[src/source/mem_cfg_pkg.sv]
// Sizing constants for the data memory, imported by every RTL block and the testbench
`default_nettype none

package mem_cfg_pkg;

  // Data path
  localparam int XLEN = 32;              // Word width in bits
  localparam int NBYTES = XLEN / 8;      // Byte lanes per word

  // Storage
  localparam int WORD_AW = 8;            // Word address bits
  localparam int DEPTH = 1 << WORD_AW;   // Words in the RAM

  // Byte address is the word address plus the lane offset
  localparam int BYTE_AW = WORD_AW + $clog2(NBYTES);

  // Request edge to rsp_valid edge
  // One cycle in the RAM, one in the load-side response register
  localparam int RSP_LATENCY = 2;

endpackage

`default_nettype wire
[src/source/mem_types_pkg.sv]
// Operation encoding and the request, metadata and response structs of the data memory
`default_nettype none

package mem_types_pkg;

  import mem_cfg_pkg::*;

  // Load/store operations
  typedef enum logic [2:0] {
    OP_LB  = 3'd0,  // Byte, sign-extended
    OP_LH  = 3'd1,  // Half, sign-extended
    OP_LW  = 3'd2,  // Word
    OP_LBU = 3'd3,  // Byte, zero-extended
    OP_LHU = 3'd4,  // Half, zero-extended
    OP_SB  = 3'd5,  // Store byte
    OP_SH  = 3'd6,  // Store half
    OP_SW  = 3'd7   // Store word
  } mem_op_e;

  // Request as issued by the core
  typedef struct packed {
    mem_op_e              op;     // Operation
    logic [BYTE_AW-1:0]   addr;   // Byte address
    logic [XLEN-1:0]      wdata;  // Store data, low bits used for SB/SH
  } mem_req_t;

  // Travels alongside the RAM read so the load side knows what to extract
  typedef struct packed {
    logic                 valid;       // Live slot
    mem_op_e              op;          // Operation of this slot
    logic [1:0]           offset;      // Byte lane within the word
    logic                 misaligned;  // Alignment fault
  } mem_meta_t;

  // Response returned to the core
  typedef struct packed {
    logic [XLEN-1:0]      rdata;       // Extended load data, zero otherwise
    logic                 misaligned;  // Request was not naturally aligned
    logic                 is_load;     // Set for LB/LH/LW/LBU/LHU
  } mem_rsp_t;

endpackage

`default_nettype wire

[src/source/store_align.sv]
// Store-side front end that checks alignment and builds byte enables, lane data and metadata
`default_nettype none
`timescale 1ns/1ps

module store_align
  import mem_cfg_pkg::*;
  import mem_types_pkg::*;
(
  input  logic               req_valid,  // One-cycle request strobe
  input  mem_req_t           req,        // Request payload
  output logic               ram_en,     // RAM access this cycle
  output logic [NBYTES-1:0]  ram_wbe,    // Per-byte write enables
  output logic [WORD_AW-1:0] ram_addr,   // Word address
  output logic [XLEN-1:0]    ram_d,      // Lane-replicated write data
  output mem_meta_t          meta        // Slot info for the load side
);

  logic [1:0]        offset;      // Byte lane of the access
  logic              is_store;    // SB/SH/SW
  logic              misaligned;  // Natural alignment broken
  logic [NBYTES-1:0] size_mask;   // Access size, lane 0 based

  assign offset   = req.addr[1:0];
  assign ram_en   = req_valid;               // Every request touches the RAM
  assign ram_addr = req.addr[BYTE_AW-1:2];   // Drop the lane bits

  // Decode size and alignment per operation
  always_comb begin
    is_store   = 1'b0;
    misaligned = 1'b0;
    size_mask  = '0;
    ram_d      = req.wdata;
    case (req.op)
      OP_LB, OP_LBU: begin
        misaligned = 1'b0;                  // Bytes are always aligned
      end
      OP_LH, OP_LHU: begin
        misaligned = offset[0];             // Halves need an even address
      end
      OP_LW: begin
        misaligned = |offset;               // Words need a multiple of 4
      end
      OP_SB: begin
        is_store   = 1'b1;
        size_mask  = NBYTES'(1);
        ram_d      = {NBYTES{req.wdata[7:0]}};       // Byte into every lane
      end
      OP_SH: begin
        is_store   = 1'b1;
        misaligned = offset[0];
        size_mask  = NBYTES'(3);
        ram_d      = {(NBYTES / 2){req.wdata[15:0]}}; // Half into both halves
      end
      OP_SW: begin
        is_store   = 1'b1;
        misaligned = |offset;
        size_mask  = '1;
      end
    endcase
  end

  // Misaligned stores leave memory untouched
  assign ram_wbe = (is_store && !misaligned) ? (size_mask << offset) : '0;

  assign meta = '{
    valid:      req_valid,
    op:         req.op,
    offset:     offset,
    misaligned: misaligned
  };

endmodule

`default_nettype wire

[config.mk]
export PLATFORM = sky130hd
export DESIGN_NAME = store_align
export DESIGN_NICKNAME = d
export VERILOG_FILES = /design/src/source/mem_cfg_pkg.sv /design/src/source/mem_types_pkg.sv /design/src/source/store_align.sv
export SDC_FILE = /design/constraint.sdc
export NUM_CORES = 1
export LEC_CHECK = 0
export BUFFER_PORTS_ARGS = -buffer_cell sky130_fd_sc_hd__buf_2
export CAP_MARGIN = 20
export CORE_MARGIN = 10
export CORE_UTILIZATION = 36
export DETAILED_ROUTE_END_ITERATION = 6
export PLACE_DENSITY_LB_ADDON = 0.1
export SYNTH_ARGS = -nofsm -noshare
export SYNTH_HDL_FRONTEND = slang
export SYNTH_SLANG_ARGS = --single-unit
[constraint.sdc]
create_clock -name vclk -period 1.7
set_input_delay 0.34 -clock vclk [all_inputs]
set_output_delay 0.34 -clock vclk [all_outputs]
set_load 0.02 [all_outputs]
Word level (Yosys, flattened, before mapping)
Index checks and enable logic that the tools add are counted.

Register bits after elaboration: 0. Output and inout bits: 52. Logic and storage cells: 18.

Muxes and demuxes: 5. Shift-type cells: 1. Equality and inequality tests: 6. Reduce and logical (&&, ||, !) cells: 6.

Operators by type and width (number): 32-bit case mux with 2 select lines (1); 3-bit == test, second input constant (4); 4-bit case mux with 3 select lines (1); 3-bit OR reduction (2); 4-bit two-way mux (1); 2-bit OR reduction (2); 4-bit by 2-bit left shift with 4-bit output (1); 3-bit by 1-bit == test with 1-bit output, second input constant (1); 3-bit by 2-bit == test with 1-bit output, second input constant (1); 1-bit case mux with 2 select lines (1); 1-bit logical AND (1); 1-bit logical NOT (1); 1-bit two-way mux (1).

Logic depth before layout (Yosys ltp)
Gate-level depths: netlist of the first run.

Depth in word-level cells: 6. Depth in mapped cells: 5. Depth with buffers taken out: 3.

Worst setup path after synthesis of the first run
Ideal clock, no wire load.

Path kind: input to output. Start: in req[43] (netlist name). End: out ram_wbe[2]. Stages: 4. Setup slack: 0.004 ns. Data arrival time: 1.356 ns. Path through: buf_4 buf_2 xnor2_1 a211oi_1.

Word-level cells in the longest chain between the ends: 6.

RTL lines: from (decl) (line store_align.sv:10) `input mem_req_t req,`; 3-bit == test, or another cell as far along (line store_align.sv:33) `case (req.op)`; 3-bit OR reduction (no line) / 2-bit OR reduction (equally long branches); 1-bit case mux with 2 select lines (line store_align.sv:33); 1-bit logical NOT (line store_align.sv:63) `assign ram_wbe = (is_store && !misaligned) ? (size_mask << offset) : '0;`; 1-bit logical AND (line store_align.sv:63); 4-bit two-way mux * (line store_align.sv:63); to (decl) (line store_align.sv:12) `output logic [NBYTES-1:0] ram_wbe,`.

Every way passes the cells marked *; elsewhere a longest branch is shown, timed or not.

Worst setup path in the final report of the first run
Start: in req[42] (netlist name). End: out ram_d[18].

Word-level cells in the longest chain between the ends: 2.

RTL lines: 3-bit == test (line store_align.sv:33); 32-bit case mux with 2 select lines * (line store_align.sv:33); to (decl) (line store_align.sv:14) `output logic [XLEN-1:0] ram_d,`.

Marked as above.

==> metrics, run 1 <==
most common cell in the netlist buf_4; fin nets 232; RD Place Congestion 0.783; cell area after synthesis 873 sq um; synth warn 0; Die H 69.3 um; initial antenna violation count 0; die footprint 4800 sq um; hold path start req[39]; Slew Limit Headroom 80.8%; total core area 2250 sq um; Leakage 0.715 nW; Period minus WS final 1.69 ns; per-cell routed wire length 17.2 um; First DRT Iteration DRCs 27; n_diodes 0; DRT antenna net count 0; area leader, netlist buf_4; port buffer count 79; I/O pins 98; Slew @ Worst Pin 0.287 ns; critical path launch point type input port; Req. time, crit path 1.36 ns; largest net degree at the start of global routing 16; Finished Cell Area 1420 sq um; Cell variety after synth 27; Worst Setup SP req[42]; worst hold stages 0; CP Capture Type output port; overflow left after global routing 0; Worst Hold Class in -> out; Routed Wire Length 3660 um; Via Count 1121; Final setup viols 0; area delta synth->final 62.6%; Seq cells 0; final hold violation count 0; sequential fraction of the synthesis area 0%; RSZ-0062 raised after global routing yes; hold path endpoint ram_addr[5]; synthesized area per cell 7.22 sq um; maximum VDD drop 0.000207 V; Row Count 17; synth top area cells buf_4 21%, mux2_2 19%, o32ai_1 8.0%, nand3b_1 6.9%, or2_2 6.4%; Die X 69.3 um; Synth top area share 21.5%; Post-CTS Hold Fix Bufs 0; drt pass-1 iters 4; DRC errors left 0; critical path peak fanout 8; max cap viols 0; power density over the cells 342 nW/um^2; share of cells above drive strength 1 72.8%; global-route wire length before repair 5780 um; status finished, final reports clean; Fill cells 219; Final Max Slew Viols 0; area post-placement 1190 sq um; Syn Nets 167; DR vias/cell 5.29; crit path DAT 1.35 ns; fin crit share 99.5%; clkbuf count 0; detailed placer's ending HPWL 2870 um; register area 0 sq um; Max Clk Rate 591 MHz; overall global routing resource usage 13.4%; initial core utilization 38.7%; Syn Inst Count 121; Sum Neg Setup Slack 0 ns; most frequent cells after synthesis 25 x buf_4, 15 x mux2_2, 11 x a21oi_1, 11 x nor3_1; kind of critical path in -> out; vias in the first global route 1145
## layer usage
layer | part of all wire [%] | global-route usage [%] | vias up
li1 | - | - | 544
met3 | 7.0 | 2.85 | 11
met5 | 0 | 0 | -
met4 | 1.0 | 1.55 | 0
met2 | 51 | 23.7 | 57
met1 | 41 | 16.5 | 509
## worst max-delay path, stage by stage
cell and delay [ns]:
buf_8 0.10, nor2b_4 0.13, o21ai_4 0.17, buf_12 0.16, mux2_4 0.31, buf_6 0.13
## area by class of cell
cell class                      instances  area (sq um)  area share, %
Multi-Input combinational cell         87           743           52.3
Tap cell                               28          35.0           2.47
Inverter                                1          6.26          0.441
Timing Repair Buffer                   96           636           44.8
## what timing repair did
action | 4_1_cts | 5_1_grt
endpoints found under the setup margin | 25 | 23
pin swaps | 2 | 5
buffers inserted | 0 | 3
resized for setup | 43 | 15
## worst max path at each step
stage / slack [ns] / end / depth (start not counted)
finish: 0.008 / ram_d[18] / 6
global route: -0.02 / ram_d[16] / 6
CTS: 0.00009 / ram_d[23] / 6
detailed placement: -0.16 / ram_d[24] / 6
global placement: -0.09 / ram_d[30] / 6
floorplan: 0.004 / ram_wbe[2] / 4
## cell families after synthesis
group                  after synthesis  share of synthesized area (%)
AND/OR/NAND/NOR                     46                           31.2
buffers and inverters               34                           26.9
AO/OA/AOI/OAI                       23                           19.1
multiplexers                        17                           21.8
XOR/XNOR                             1                           1.00
## report_power, final
group | internal (mW) | switching [mW]
sequential | 0 | 0
combinational | 0.231 | 0.254
clock | 0 | 0
## through the flow
stage | utilization [%] | cells | total power [mW] | hold WS [ns] | setup slack (ns)
after floorplan | - | 121 | 0.297 | 0.793 | 0.00409
after global placement | 52.8 | 209 | 0.400 | 0.680 | -0.0926
after detailed placement | 52.8 | 209 | 0.407 | 0.680 | -0.161
after CTS | 59.4 | 209 | 0.465 | 0.680 | 0.0000879
after global routing | 63.0 | 212 | 0.522 | 0.680 | -0.0214
final | 63.0 | 212 | 0.485 | 0.680 | 0.00848
## cell usage in the layout (no fill, tap or decap), drive strengths merged
cell and n:
a211oi 1, a21oi 11, a311oi 1, and3 1
buf 96, inv 1, mux2 16, mux2i 1
nand2 3, nand2b 2, nand3b 8, nor2 9
nor2b 2, nor3 11, nor4bb 1, o21ai 1
o31a 1, o32ai 8, or2 9, xnor2 1
No activity file was read; power rests on OpenSTA's default activity.
==> run 2: changes to the inputs <==
ABC_AREA = 1   (was not set)
CORE_UTILIZATION = 33   (was 36)
==> run 2 against run 1 <==
  * Fmax increased by 4.4%
  * Power decreased by 17%
  * Highest routed layer is now met3
  * Area after synthesis decreased by 19%
  * Largest power group unchanged
  * Sequential share of layout area unchanged
  * Via count decreased by 3.4%
  * Wire length decreased by 19%
  * Non-clock buffer count decreased by 1
  * Clock-buffer cell count unchanged
  * Setup slack improved by 0.071 ns
==> metrics, run 2 <==
register area 0 sq um (unchanged); area leader, netlist nand2_1; RD Place Congestion 0.798 (+1.9%); area post-placement 1010 sq um (-15%); Via Count 1083 (-3.4%); drt pass-1 iters 4 (unchanged); Period minus WS final 1.62 ns (-0.0712 ns); most common cell after layout, fill and taps aside nand2_1; initial core utilization 35.5% (-3.2 points); final worst slack 0.0797 ns (+0.0712 ns); most common cell in the netlist nand2_1; Syn Nets 200 (+20%); CP Capture Type output port; final hold violation count 0 (unchanged); most frequent cells after synthesis 98 x nand2_1, 24 x buf_4, 14 x inv_1, 4 x nor2_1; post-synthesis xor/xnor area fraction 0% (-1.0 points); critical path launch point type input port; detailed placer's ending HPWL 2590 um (-9.7%); Clk pwr share 0% (unchanged); status finished, final reports clean; crit path DAT 1.28 ns (-0.07 ns); Seq pwr share 0% (unchanged); Worst Hold Class in -> out; commonest cells after routing, fill and taps aside 98 x nand2_1, 71 x buf_2, 18 x buf_4; DRC errors left 0 (unchanged); global-route wire length before repair 4310 um (-25%); Row Count 16 (-1); First DRT Iteration DRCs 41 (+52%); total core area 2000 sq um (-11%); sequential fraction of the synthesis area 0% (unchanged); die footprint 4410 sq um (-8.1%); overflow left after global routing 0 (unchanged); Sum Neg Setup Slack 0 ns (unchanged); synthesized area per cell 4.61 sq um (-36%); n_diodes 0 (unchanged); main combinational cell family by area after synthesis simple AND/OR/NAND/NOR gates; synth top area cells nand2_1 52%, buf_4 25%, inv_1 7.4%, nor2_4 4.8%, nand3_1 2.1%; share of cells above drive strength 1 45.7% (-27 points); overall global routing resource usage 11.4% (-2.0 points); Final Max Slew Viols 0 (unchanged); Die X 66.4 um (-4.1%); Logic pwr share 100.0% (about the same); clkbuf count 0 (unchanged); critical path peak fanout 6 (-2); Cell Int Power 0.164 mW (-29%); Synth Area in Compound Gates 1.41% (-18 points); I/O pins 98 (unchanged); RSZ-0062 raised after global routing no; mux cell area share after synthesis 0% (-22 points); Synth top area share 51.8% (+30 points); pre-CTS WS 0.0319 ns (+0.193 ns); Die H 66.4 um (-4.1%); cell area after synthesis 711 sq um (-19%); Worst Setup SP req[44]; Adder-Cell Fraction of Synth Area 0% (unchanged); maximum VDD drop 0.000172 V (-17%); Seq cells 0 (unchanged); Cell variety after synth 12 (-56%); worst setup path endpoint ram_d[19]; kind of critical path in -> out; total power 0.401 mW (-17%); switching part of the total 59.0% (+6.6 points); Routed Wire Length 2960 um (-19%); Final setup viols 0 (unchanged); Leakage 0.816 nW (+14%); Finished Cell Area 1140 sq um (-19%); CP max-delay cell nor2_4; vias in the first global route 1009 (-12%); max cap viols 0 (unchanged); DRT antenna net count 0 (unchanged); initial antenna violation count 0 (unchanged); switching power total 0.237 mW (-6.9%); area delta synth->final 60.9%; Syn Inst Count 154 (+27%); per-cell routed wire length 11.8 um (-31%); Post-Place Cells 241 (+15%); simple-gate share of the synthesized area 62.5% (+31 points); Slew Limit Headroom 82.3% (+1.5 points); DR vias/cell 4.33 (-18%); Req. time, crit path 1.36 ns (about the same); synth warn 0 (unchanged); fin nets 271 (+17%); power density over the cells 351 nW/um^2 (+2.6%); largest net degree at the start of global routing 11 (-5); fin cells 250 (+18%); Max Clk Rate 617 MHz (+4.4%); critical path, cell by cell buf_6 > nand2_4 > nor2_4 > nor2_4 > buf_4 > clkbuf_16 > nand2_1 > nand2_1 > buf_2; Slew @ Worst Pin 0.263 ns (-0.0244 ns); CP peak stage delay 0.20 ns (-0.11 ns); port buffer count 79 (unchanged); fin crit share 95.3% (-4.2 points)
[run 2: cell types whose count changed after synthesis, sizes merged, moves of 2 or more]
cell	previous run	this run
a21oi	11	1
buf	30	26
clkbuf	3	0
inv	0	16
mux2	16	0
nand2	3	100
nand2b	2	0
nand3	0	3
nand3b	8	0
nor2	9	7
nor2b	2	0
nor3	11	0
o32ai	8	0
or2	9	0
[run 2: kinds of logic after synthesis]
| family | count (synthesis) |
|---|---|
| and+or+nand+nor | 110 |
| buffers and inverters | 42 |
| AOI/OAI and AO/OA | 2 |
[run 2: what timing repair did]
action,4_1_cts,5_1_grt
gates resized for setup,0,17
setup endpoints to repair,0,22
hold buffers,0,0
buffers inserted,0,8
[run 2: worst min path at each step]
stage | endpoint | depth (start not counted) | slack (ns) | from
after detailed placement | ram_addr[7] | 0 | 0.68 | req[41]
after global routing | ram_addr[5] | 0 | 0.68 | req[39]
after CTS | ram_addr[7] | 0 | 0.68 | req[41]
after floorplan | ram_wbe[0] | 1 | 0.76 | req[33]
final | ram_addr[1] | 0 | 0.68 | req[35]
after global placement | ram_addr[7] | 0 | 0.68 | req[41]
[run 2: area by class of cell]
class | instances | area [sq um]
well taps | 27 | 33.8
fillers | 219 | 858
inverters | 16 | 65.1
multi-input cells | 112 | 464
repair buffers | 95 | 581
[run 2: critical path, delay by kind of cell]
kind	cells	cell delay [ns]
buffers and inverters	4	0.52
and+or+nand+nor	5	0.43
[run 2: power by group through the flow]
stage | combinational [mW] | sequential, mW | clock [mW]
6_report | 0.401 | 0 | 0
4_1_cts | 0.367 | 0 | 0
3_3_place_gp | 0.362 | 0 | 0
2_1_floorplan | 0.265 | 0 | 0
3_5_place_dp | 0.366 | 0 | 0
5_1_grt | 0.439 | 0 | 0
[run 2: stage by stage]
step / utilization, % / hold WS, ns
final: 57.1 / 0.680
after floorplan: - / 0.760
after global routing: 57.1 / 0.680
after CTS: 50.4 / 0.680
after detailed placement: 50.4 / 0.680
after global placement: 50.4 / 0.680
[run 2: routing by layer]
metal,wire [um],share of wire [%],GRT usage [%],vias to the layer above
li1,-,-,-,566
met1,948,32,9.52,464
met2,1670,57,25.0,53
met3,333,11,4.24,0
met4,0,0,0.524,0
met5,0,0,0,-
