===== config.mk =====
export PLATFORM = sky130hd
export DESIGN_NAME = load_align
export DESIGN_NICKNAME = d
export VERILOG_FILES = /design/src/source/mem_cfg_pkg.sv /design/src/source/mem_types_pkg.sv /design/src/source/load_align.sv
export SDC_FILE = /design/constraint.sdc
export NUM_CORES = 1
export LEC_CHECK = 0
export BUFFER_PORTS_ARGS = -buffer_cell sky130_fd_sc_hd__buf_4
export CAP_MARGIN = 20
export CORE_UTILIZATION = 35
export CTS_CLUSTER_DIAMETER = 120
export DETAILED_ROUTE_END_ITERATION = 8
export RECOVER_POWER = 25
export SYNTH_ARGS = -nofsm -noshare
export SYNTH_HDL_FRONTEND = slang
export SYNTH_SLANG_ARGS = --single-unit

===== constraint.sdc =====
create_clock -name clk -period 2 [get_ports clk]
set_clock_uncertainty 0.2 [all_clocks]
set_input_delay 0.1 -clock clk [delete_from_list [all_inputs] [get_ports clk]]
set_output_delay 0.1 -clock clk [all_outputs]
set_load 0.005 [all_outputs]

===== src/source/mem_cfg_pkg.sv =====
// Sizing constants for the data memory, imported by every RTL block and the testbench
`default_nettype none

package mem_cfg_pkg;

  // Data path
  localparam int XLEN = 32;              // Word width in bits
  localparam int NBYTES = XLEN / 8;      // Byte lanes per word

  // Storage
  localparam int WORD_AW = 8;            // Word address bits
  localparam int DEPTH = 1 << WORD_AW;   // Words in the RAM

  // Byte address is the word address plus the lane offset
  localparam int BYTE_AW = WORD_AW + $clog2(NBYTES);

  // Request edge to rsp_valid edge
  // One cycle in the RAM, one in the load-side response register
  localparam int RSP_LATENCY = 2;

endpackage

`default_nettype wire

===== src/source/mem_types_pkg.sv =====
// Operation encoding and the request, metadata and response structs of the data memory
`default_nettype none

package mem_types_pkg;

  import mem_cfg_pkg::*;

  // Load/store operations
  typedef enum logic [2:0] {
    OP_LB  = 3'd0,  // Byte, sign-extended
    OP_LH  = 3'd1,  // Half, sign-extended
    OP_LW  = 3'd2,  // Word
    OP_LBU = 3'd3,  // Byte, zero-extended
    OP_LHU = 3'd4,  // Half, zero-extended
    OP_SB  = 3'd5,  // Store byte
    OP_SH  = 3'd6,  // Store half
    OP_SW  = 3'd7   // Store word
  } mem_op_e;

  // Request as issued by the core
  typedef struct packed {
    mem_op_e              op;     // Operation
    logic [BYTE_AW-1:0]   addr;   // Byte address
    logic [XLEN-1:0]      wdata;  // Store data, low bits used for SB/SH
  } mem_req_t;

  // Travels alongside the RAM read so the load side knows what to extract
  typedef struct packed {
    logic                 valid;       // Live slot
    mem_op_e              op;          // Operation of this slot
    logic [1:0]           offset;      // Byte lane within the word
    logic                 misaligned;  // Alignment fault
  } mem_meta_t;

  // Response returned to the core
  typedef struct packed {
    logic [XLEN-1:0]      rdata;       // Extended load data, zero otherwise
    logic                 misaligned;  // Request was not naturally aligned
    logic                 is_load;     // Set for LB/LH/LW/LBU/LHU
  } mem_rsp_t;

endpackage

`default_nettype wire


===== src/source/load_align.sv =====
// Load-side back end that lines metadata up with RAM data and forms the registered response
`default_nettype none
`timescale 1ns/1ps

module load_align
  import mem_cfg_pkg::*;
  import mem_types_pkg::*;
(
  input  logic            clk,
  input  logic            rst,
  input  mem_meta_t       meta_in,    // Slot info from the store side
  input  logic [XLEN-1:0] ram_q,      // RAM word, valid one cycle after en
  output logic            rsp_valid,  // Response strobe
  output mem_rsp_t        rsp         // Response payload
);

  mem_meta_t       meta_q;     // Meta aligned with ram_q
  logic [7:0]      sel_byte;   // Addressed byte
  logic [15:0]     sel_half;   // Addressed half
  logic            is_load;    // Slot is a load
  logic [XLEN-1:0] load_data;  // Extended result
  mem_rsp_t        rsp_d;      // Next response

  // Stage 1: follow the RAM read by one cycle
  always_ff @(posedge clk) begin
    meta_q <= meta_in;
    if (rst) begin
      meta_q.valid <= 1'b0;  // Only the valid bit is control
    end
  end

  // Lane select by offset
  assign sel_byte = ram_q[{meta_q.offset, 3'b000} +: 8];
  assign sel_half = ram_q[{meta_q.offset[1], 4'b0000} +: 16];

  // Extension per operation
  always_comb begin
    is_load   = 1'b1;
    load_data = ram_q;
    case (meta_q.op)
      OP_LB:  load_data = {{(XLEN - 8){sel_byte[7]}}, sel_byte};
      OP_LBU: load_data = {{(XLEN - 8){1'b0}}, sel_byte};
      OP_LH:  load_data = {{(XLEN - 16){sel_half[15]}}, sel_half};
      OP_LHU: load_data = {{(XLEN - 16){1'b0}}, sel_half};
      OP_LW:  load_data = ram_q;
      OP_SB, OP_SH, OP_SW: begin
        is_load   = 1'b0;
        load_data = '0;      // Stores return no data
      end
    endcase
    if (meta_q.misaligned) begin
      load_data = '0;        // Faulted access returns zero
    end
  end

  assign rsp_d = '{
    rdata:      load_data,
    misaligned: meta_q.misaligned,
    is_load:    is_load
  };

  // Stage 2: registered response
  always_ff @(posedge clk) begin
    rsp <= rsp_d;
    if (rst) begin
      rsp_valid <= 1'b0;
    end else begin
      rsp_valid <= meta_q.valid;  // One response per live slot
    end
  end

endmodule

`default_nettype wire


# After elaboration in Yosys (flattened, before gate mapping)
# Cells that the tools add are included.
[totals] register_bits=42 in_bits=41 out_inout_bits=35 word_cells=21
[classes] eq_ne=7 shift=2 n_mux=2 n_reduce_logical=2
[ops] cell="$pmux 32 s6" n=1
[ops] cell="$shiftx 32x6->16" n=1
[ops] cell="$shiftx 32x6->8" n=1
[ops] cell="$eq 3x3->1 const B" n=4
[ops] cell="$eq 3x2->1 const B" n=2
[ops] cell="$eq 3x1->1 const B" n=1
[ops] cell="$logic_not 3->1" n=1
[ops] cell="$reduce_or 3->1" n=1
[ops] cell="$mux 1" n=1

# Longest topological paths before layout
# Gate-level depths: netlist (run 1).
[logic_depth] ltp_word=3 ltp_mapped=5 ltp_nobuf=3

# Worst setup path after synthesis (run 1)
# OpenSTA, ideal clock, no wires.
[synth_path] kind="flip-flop to flip-flop" start="register meta_q[1] (netlist bit)" end="register rsp[14] (netlist bit)" setup_ns=0.122 arrival_ns=1.394 t_required_ns=1.678 path_slack_ns=0.284 path_stages_with_launch=4 path_buffers=0 period_less_slack_ns=1.716 cell_sequence="dfxtp_1 > mux4_2 > and3_1 > a221o_1"
[synth_via] elab_chain_len=2
[synth_rtl] element="from (decl)" line_no="load_align.sv:17" text="mem_meta_t meta_q;"
[synth_rtl] element="from (signal assigned)" line_no="load_align.sv:26" text="meta_q <= meta_in;"
[synth_rtl] element="$shiftx 32x6->8" line_no="load_align.sv:33" text="assign sel_byte = ram_q[{meta_q.offset, 3'b000} +: 8];"
[synth_rtl] element="$pmux 32 s6" line_no="load_align.sv:40" text="case (meta_q.op)"
[synth_rtl] element="to (signal assigned)" line_no="load_align.sv:64" text="rsp <= rsp_d;"
[synth_rtl] element="to (decl)" line_no="load_align.sv:14" text="output mem_rsp_t rsp"
# No other way between the ends.
# A chain may end at the register's enable or synchronous reset.

# Worst setup path in the final report (run 1)
[layout_path] start="register meta_q[1] (netlist bit)" end="register rsp[15] (netlist bit)"
# Same word-level chain as after synthesis.

==> impl_metrics.ini, run 1 <==
[pwr]
p_int_mw = 1.39
sequentialPowerShare_pct = 50.0
power.clock.fraction_pct = 30.2
p_switching_mw = 0.442
p_leak_nw = 1.25
switching_share_pct = 24.2
p_per_area_nw_per_um2 = 650
comb_power_share_pct = 19.9
vdd_ir_drop_max_mv = 0.398

[timing]
setup_viol = 0
hold_violations = 0
tightest_slew_ps = 732
period_minus_slack_ps = 1850
rsz0062_at_grt = no
max_freq_mhz = 540
setup-tns-final_ps = 0
maxSlewViolCount = 0
fin_crit_sh_pct = 92.6
holdWs_ps = 245
maxSlewHeadroom_pct = 50.9

[status]
violations = design-rule violations
status = finished, violations left

[clocking]
cts_made_buffers = 5
worstSkewPairLatency_ps = 290
cts_tree = done
cts_buffer_depth = 2
path_clk_slew_ps = 80
cts_sinks = 42
htree_levels = 2
cts-root-buf = clkbuf_8
cts_setup_buffers = 0

[synthesis]
yosysWarnings = 0
synth_edf_count = 0
syn_area_per_cell_um2 = 10.7
synth-seq-area-share_pct = 49.9
yosys_most_used_dff = dfxtp_1
syn_area_um2 = 1680
synth.ff_latch_count = 42
syn-num-nets = 199
synth_cells = 158
yosys.cell_types.count = 36
async_reset_ff_share_pct = 0

[finish]
diodes = 0
layout_commonest_cell = buf_4
stdcell_area_um2 = 2810
mostFrequentLayoutCells = 65 x buf_4, 42 x dfxtp_1, 40 x dlygate4sd3_1
seq_area_um2 = 841
syn2layout_area_growth_pct = 67.1
drive_above_1_share_pct = 37.4
multi_input_area_um2 = 763
fin_cells = 333
fin_nets = 321
nFillCells = 382

[critical_path]
critical_path.cell_chain = mux4_2 -> and3_1 -> a221o_1
slowest_delay_ps = 550
required_ps = 1970
crit_fanout = 5
worstSetupEndpoint = rsp[15]$_SDFF_PP0_
crit_path_start = meta_q[1]$_DFF_P_
worst_setup_path_end_kind = register
rr_endpoint = rsp[15]$_SDFF_PP0_
crit_type = reg -> reg
reg2regPathDepth = 3
r2r-start = meta_q[1]$_DFF_P_
ff2ff_setup_slack_ps = 150
crit_arrival_ps = 1830
cp_top_family = multiplexers
cp-start-kind = register
cp_slowest_cell = mux4_2
cp_num_cells = 3
path_buf_inv = 0

[floorplan]
ios = 76
die_w_um = 71.4
die-area_um2 = 5090
initial_core_util_pct = 37.6
rows = 24
core_area_um2 = 4470
die_y_um = 71.4

[detailed_routing]
drtPass1Iterations = 6
ant_nets = 0
drtIter0Drc = 64
vias = 1689
wl_per_cell_um = 15.4
routed_wl_mm = 5.13
drc_errors = 6
avgViaCountPerCell = 5.07

[grt]
grt_util_all_layers_pct = 20.7
grt_pass1_vias = 1720
grt_pass1_wl_mm = 8.04
antenna_found_initial = 0
overflow = 0
grt_max_degree = 19

[run]
cap_violations = 0

[placement]
portBuffers = 75
gp_congestion = 0.779
dp.cells = 285
dpl-instance-area_um2 = 2320
hpwl_mm = 3.46

[worst_hold_path]
hold_class = reg -> reg
## layout make-up
cell class	instances	area share, %
Inverter	6	0.800
Timing Repair Buffer	124	36.6
Tap cell	52	2.31
Clock buffer	7	3.07
Multi-Input combinational cell	101	27.1
Clock inverter	1	0.178
Sequential cell	42	29.9
## metrics by stage
step	worst slack (ps)	power (mW)	utilization, %
4_1_cts	137	1.84	62.8
3_3_place_gp	200	1.23	51.8
5_1_grt	67.2	1.91	62.9
2_1_floorplan	284	1.06	-
3_5_place_dp	154	1.23	51.8
6_report	148	1.83	62.9
## how the worst min path moves through the flow
stage	startpoint	end	slack [ps]	cells past startpoint
after floorplan	meta_in[0]	meta_q[0]$_DFF_P_	-70	0
after global placement	meta_in[4]	meta_q[4]$_DFF_P_	6	1
after detailed placement	meta_in[0]	meta_q[0]$_DFF_P_	5	1
after CTS	meta_in[1]	meta_q[1]$_DFF_P_	240	2
after global routing	meta_in[2]	meta_q[2]$_DFF_P_	270	2
final	meta_q[6]$_SDFF_PP0_	rsp_valid$_SDFF_PP0_	240	1
## what timing repair did
action,CTS,global route
setup endpoints to repair,0,1
hold endpoints to repair,40,0
hold buffers,40,0
resized for setup,0,1
## state kept, by name (all words and copies together), names as in the netlist
name	count
meta_q	7
rsp_valid	1
rsp	34
## power by group through the flow
stage / clock network (mW) / logic [mW] / registers, mW
final: 0.551 / 0.363 / 0.914
after global routing: 0.602 / 0.388 / 0.920
after CTS: 0.562 / 0.360 / 0.915
after detailed placement: 0 / 0.296 / 0.934
after global placement: 0 / 0.295 / 0.934
after floorplan: 0 / 0.131 / 0.930
## worst register-to-register path, delay by kind of cell (launching register included)
| family | cells | cell delay (ps) |
|---|---|---|
| AOI/OAI and AO/OA | 1 | 270 |
| DFF | 1 | 470 |
| muxes | 1 | 550 |
| and+or+nand+nor | 1 | 240 |
## kinds of logic after synthesis
family | after synthesis | synth area share, %
simple gates | 48 | 16.3
flops | 42 | 49.9
compound gates | 39 | 17.2
buf+inv | 15 | 5.05
mux | 11 | 9.96
xor+xnor | 3 | 1.56
## synthesized netlist by cell type (3+ instances only)
library cell | instances | area, µm²
inv_1 | 6 | 22.5
nand4b_1 | 4 | 35.0
nor2_1 | 4 | 15.0
a221o_1 | 8 | 80.1
buf_4 | 3 | 22.5
o221ai_1 | 4 | 35.0
a21oi_1 | 16 | 80.1
dfxtp_1 | 42 | 841
nand2_1 | 24 | 90.1
and3_1 | 4 | 25.0
mux2i_1 | 4 | 40.0
mux4_2 | 4 | 90.1
o211ai_1 | 4 | 30.0
## per-layer routing
metal | global-route usage, % | wire [µm]
met1 | 24.6 | 2240
met2 | 36.8 | 2550
met3 | 3.80 | 251
met4 | 8.00 | 87
met5 | 0 | 0
Power figures use the tool's default switching activity.
==> run 2, diff against run 1 <==
--- a/config.mk
+++ b/config.mk
@@ -5,6 +5,7 @@
 export SDC_FILE = /design/constraint.sdc
 export NUM_CORES = 1
 export LEC_CHECK = 0
+export ABC_AREA = 1
 export BUFFER_PORTS_ARGS = -buffer_cell sky130_fd_sc_hd__buf_4
 export CAP_MARGIN = 20
 export CORE_UTILIZATION = 35
==> run 2 against run 1 <==
The run now ends clean. Maximum frequency grew 3.6%. Via count increased by 22%. Die area is 12% higher. Clock power increased by 20%. Sequential power shrank 1%. Critical path depth grew 3. Largest power group unchanged. Highest routed layer unchanged.
==> impl_metrics.ini, run 2 <==
[status]
status = finished, final reports clean

[finish]
syn2layout_area_growth_pct = 58.2
final_util_pct = 58.1
fin_nets = 416
reg.largest.list = rsp: 34 flops, meta_q: 7 flops, rsp_valid: 1 flops
layout_commonest_cell = nand2_1
multi_input_area_um2 = 862
nFillCells = 508
largest_reg_flops = 34
drive_above_1_share_pct = 26.1
diodes = 0
mostFrequentLayoutCells = 66 x nand2_1, 65 x buf_4, 50 x a21oi_1
seq_area_um2 = 841
stdcell_area_um2 = 2980
top_register = rsp

[critical_path]
crit_arrival_ps = 1800
slowest_delay_ps = 470
cp_slowest_cell = dfxtp_1
critical_path.cell_chain = inv_2 -> nand3_2 -> nand2_2 -> nor2_2 -> nand2_1 -> a21oi_1
crit_fanout = 17
required_ps = 2010
worst_setup_path_end_kind = register
crit_type = reg -> reg
reg2regPathDepth = 6
cp-start-kind = register

[grt]
grt_util_all_layers_pct = 19.9
grt_max_degree = 30
antenna_found_initial = 0
grt_pass1_vias = 1891
grt_pass1_wl_mm = 8.41
overflow = 0

[detailed_routing]
drtIter0Drc = 117
drtPass1Iterations = 4
vias = 2054
drc_errors = 0
wl_per_cell_um = 12.3
ant_nets = 0
routed_wl_mm = 5.50
avgViaCountPerCell = 4.61

[synthesis]
synth_cells = 264
syn-num-nets = 305
syn_area_um2 = 1890
synth_top_cell_by_area = dfxtp_1
synth.ff_latch_count = 42
yosysMostFrequentCell = nand2_1
yosys.cell_types.count = 22
synth_edf_count = 0
yosys_most_used_dff = dfxtp_1
syn_area_per_cell_um2 = 7.15
yosys.area.top_type_share_pct = 44.6
synth.area.top_cells = dfxtp_1 45%, a21oi_1 13%, nand2_1 13%
synth-seq-area-share_pct = 44.6
async_reset_ff_share_pct = 0
synth_common_cells = 66 x nand2_1, 50 x a21oi_1, 42 x dfxtp_1
yosysWarnings = 0

[placement]
dpl-instance-area_um2 = 2500
gp_congestion = 0.846
portBuffers = 75
pre_cts_ws_ps = 206
hpwl_mm = 3.70

[clocking]
cts-root-buf = clkbuf_8
cts_setup_buffers = 0
cts_tree = done
cts_sinks = 42
path_clk_slew_ps = 80
worstSkewPairLatency_ps = 290
cts_made_buffers = 5
htree_levels = 2
cts_buffer_depth = 2

[worst_hold_path]
hold_class = in -> reg
worstHoldPathCells = 7

[floorplan]
rows = 26
initial_core_util_pct = 36.7
die_y_um = 75.4
die-area_um2 = 5690
ios = 76
core_area_um2 = 5140
die_w_um = 75.4

[timing]
setup-tns-final_ps = 0
hold_violations = 0
fin_crit_sh_pct = 89.4
layout_setup_ws_ps = 213
rsz0062_at_grt = no
tightest_slew_ps = 448
maxSlewHeadroom_pct = 70.0
max_freq_mhz = 560
maxSlewViolCount = 0
period_minus_slack_ps = 1790
setup_viol = 0

[pwr]
p_leak_nw = 1.43
vdd_ir_drop_max_mv = 0.420
p_per_area_nw_per_um2 = 655

[run]
cap_violations = 0
run 2: changes by cell type in the layout (fill, tap and decap cells not counted), moves of 8 or more:
cell,delta
o21ai_0,+13
a22oi_1,+12
inv_1,+16
a21oi_1,+34
nor2_1,+14
a221o_1,-8
nand2_1,+42
run 2: timing repair:
item / CTS / global route
endpoints found under the setup margin: 0 / 0
endpoints found under the hold margin: 37 / 0
hold buffers: 37 / 0
resized for setup: 0 / 0
run 2: worst paths after layout:
path / start / slack (ps) / endpoint
setup / recovery: meta_q[5]$_DFF_P_ / 210 / rsp[9]$_SDFF_PP0_
hold reg to reg: meta_q[0]$_DFF_P_ / 200 / rsp[1]$_DFF_P_
hold / removal: ram_q[1] / 40 / rsp[3]$_SDFF_PP0_
setup reg to reg: meta_q[5]$_DFF_P_ / 210 / rsp[9]$_SDFF_PP0_
run 2: power breakdown:
| group | internal, mW | switching, mW | total (mW) |
|---|---|---|---|
| clock network | 0.372 | 0.290 | 0.662 |
| logic | 0.209 | 0.182 | 0.391 |
| registers | 0.883 | 0.0187 | 0.901 |
run 2: final cells by class:
cell class                 count  area share [%]
clock buffer                   6            2.43
sequential                    42            28.2
multi-input combinational    181            28.9
clock inverter                 2            1.26
timing repair buffer         119            33.0
tap                           70            2.94
inverter                      26            3.27
run 2: stage by stage:
stage                     hold WS [ps]  total power, mW  cells
after floorplan                  -72.3             1.08    264
after global placement            4.20             1.26    401
after detailed placement          5.64             1.26    401
after CTS                         32.1             1.98    446
after global routing              87.0             2.06    446
final                             40.9             1.95    446
run 2: routing by layer:
layer	global-route usage [%]	vias up	wire length [µm]
met5	0	-	0
met4	7.41	0	64
met3	4.63	5	308
met2	35.2	63	2690
met1	23.4	899	2440
li1	-	1087	-
run 2: cells by family (layout without fill, tap and decap cells):
kind of cell	Yosys count	count (layout)	share of synthesized area, %
AND/OR/NAND/NOR	97	97	21.0
flip-flops	42	42	44.6
buffers and inverters	41	153	9.75
AO/OA/AOI/OAI	84	84	24.7
run 2: worst max-delay path: cells and delay by family (launching register included):
kind	cells	cell delay, ps
simple gates	4	770
flops	1	470
compound gates	1	180
buf+inv	1	80
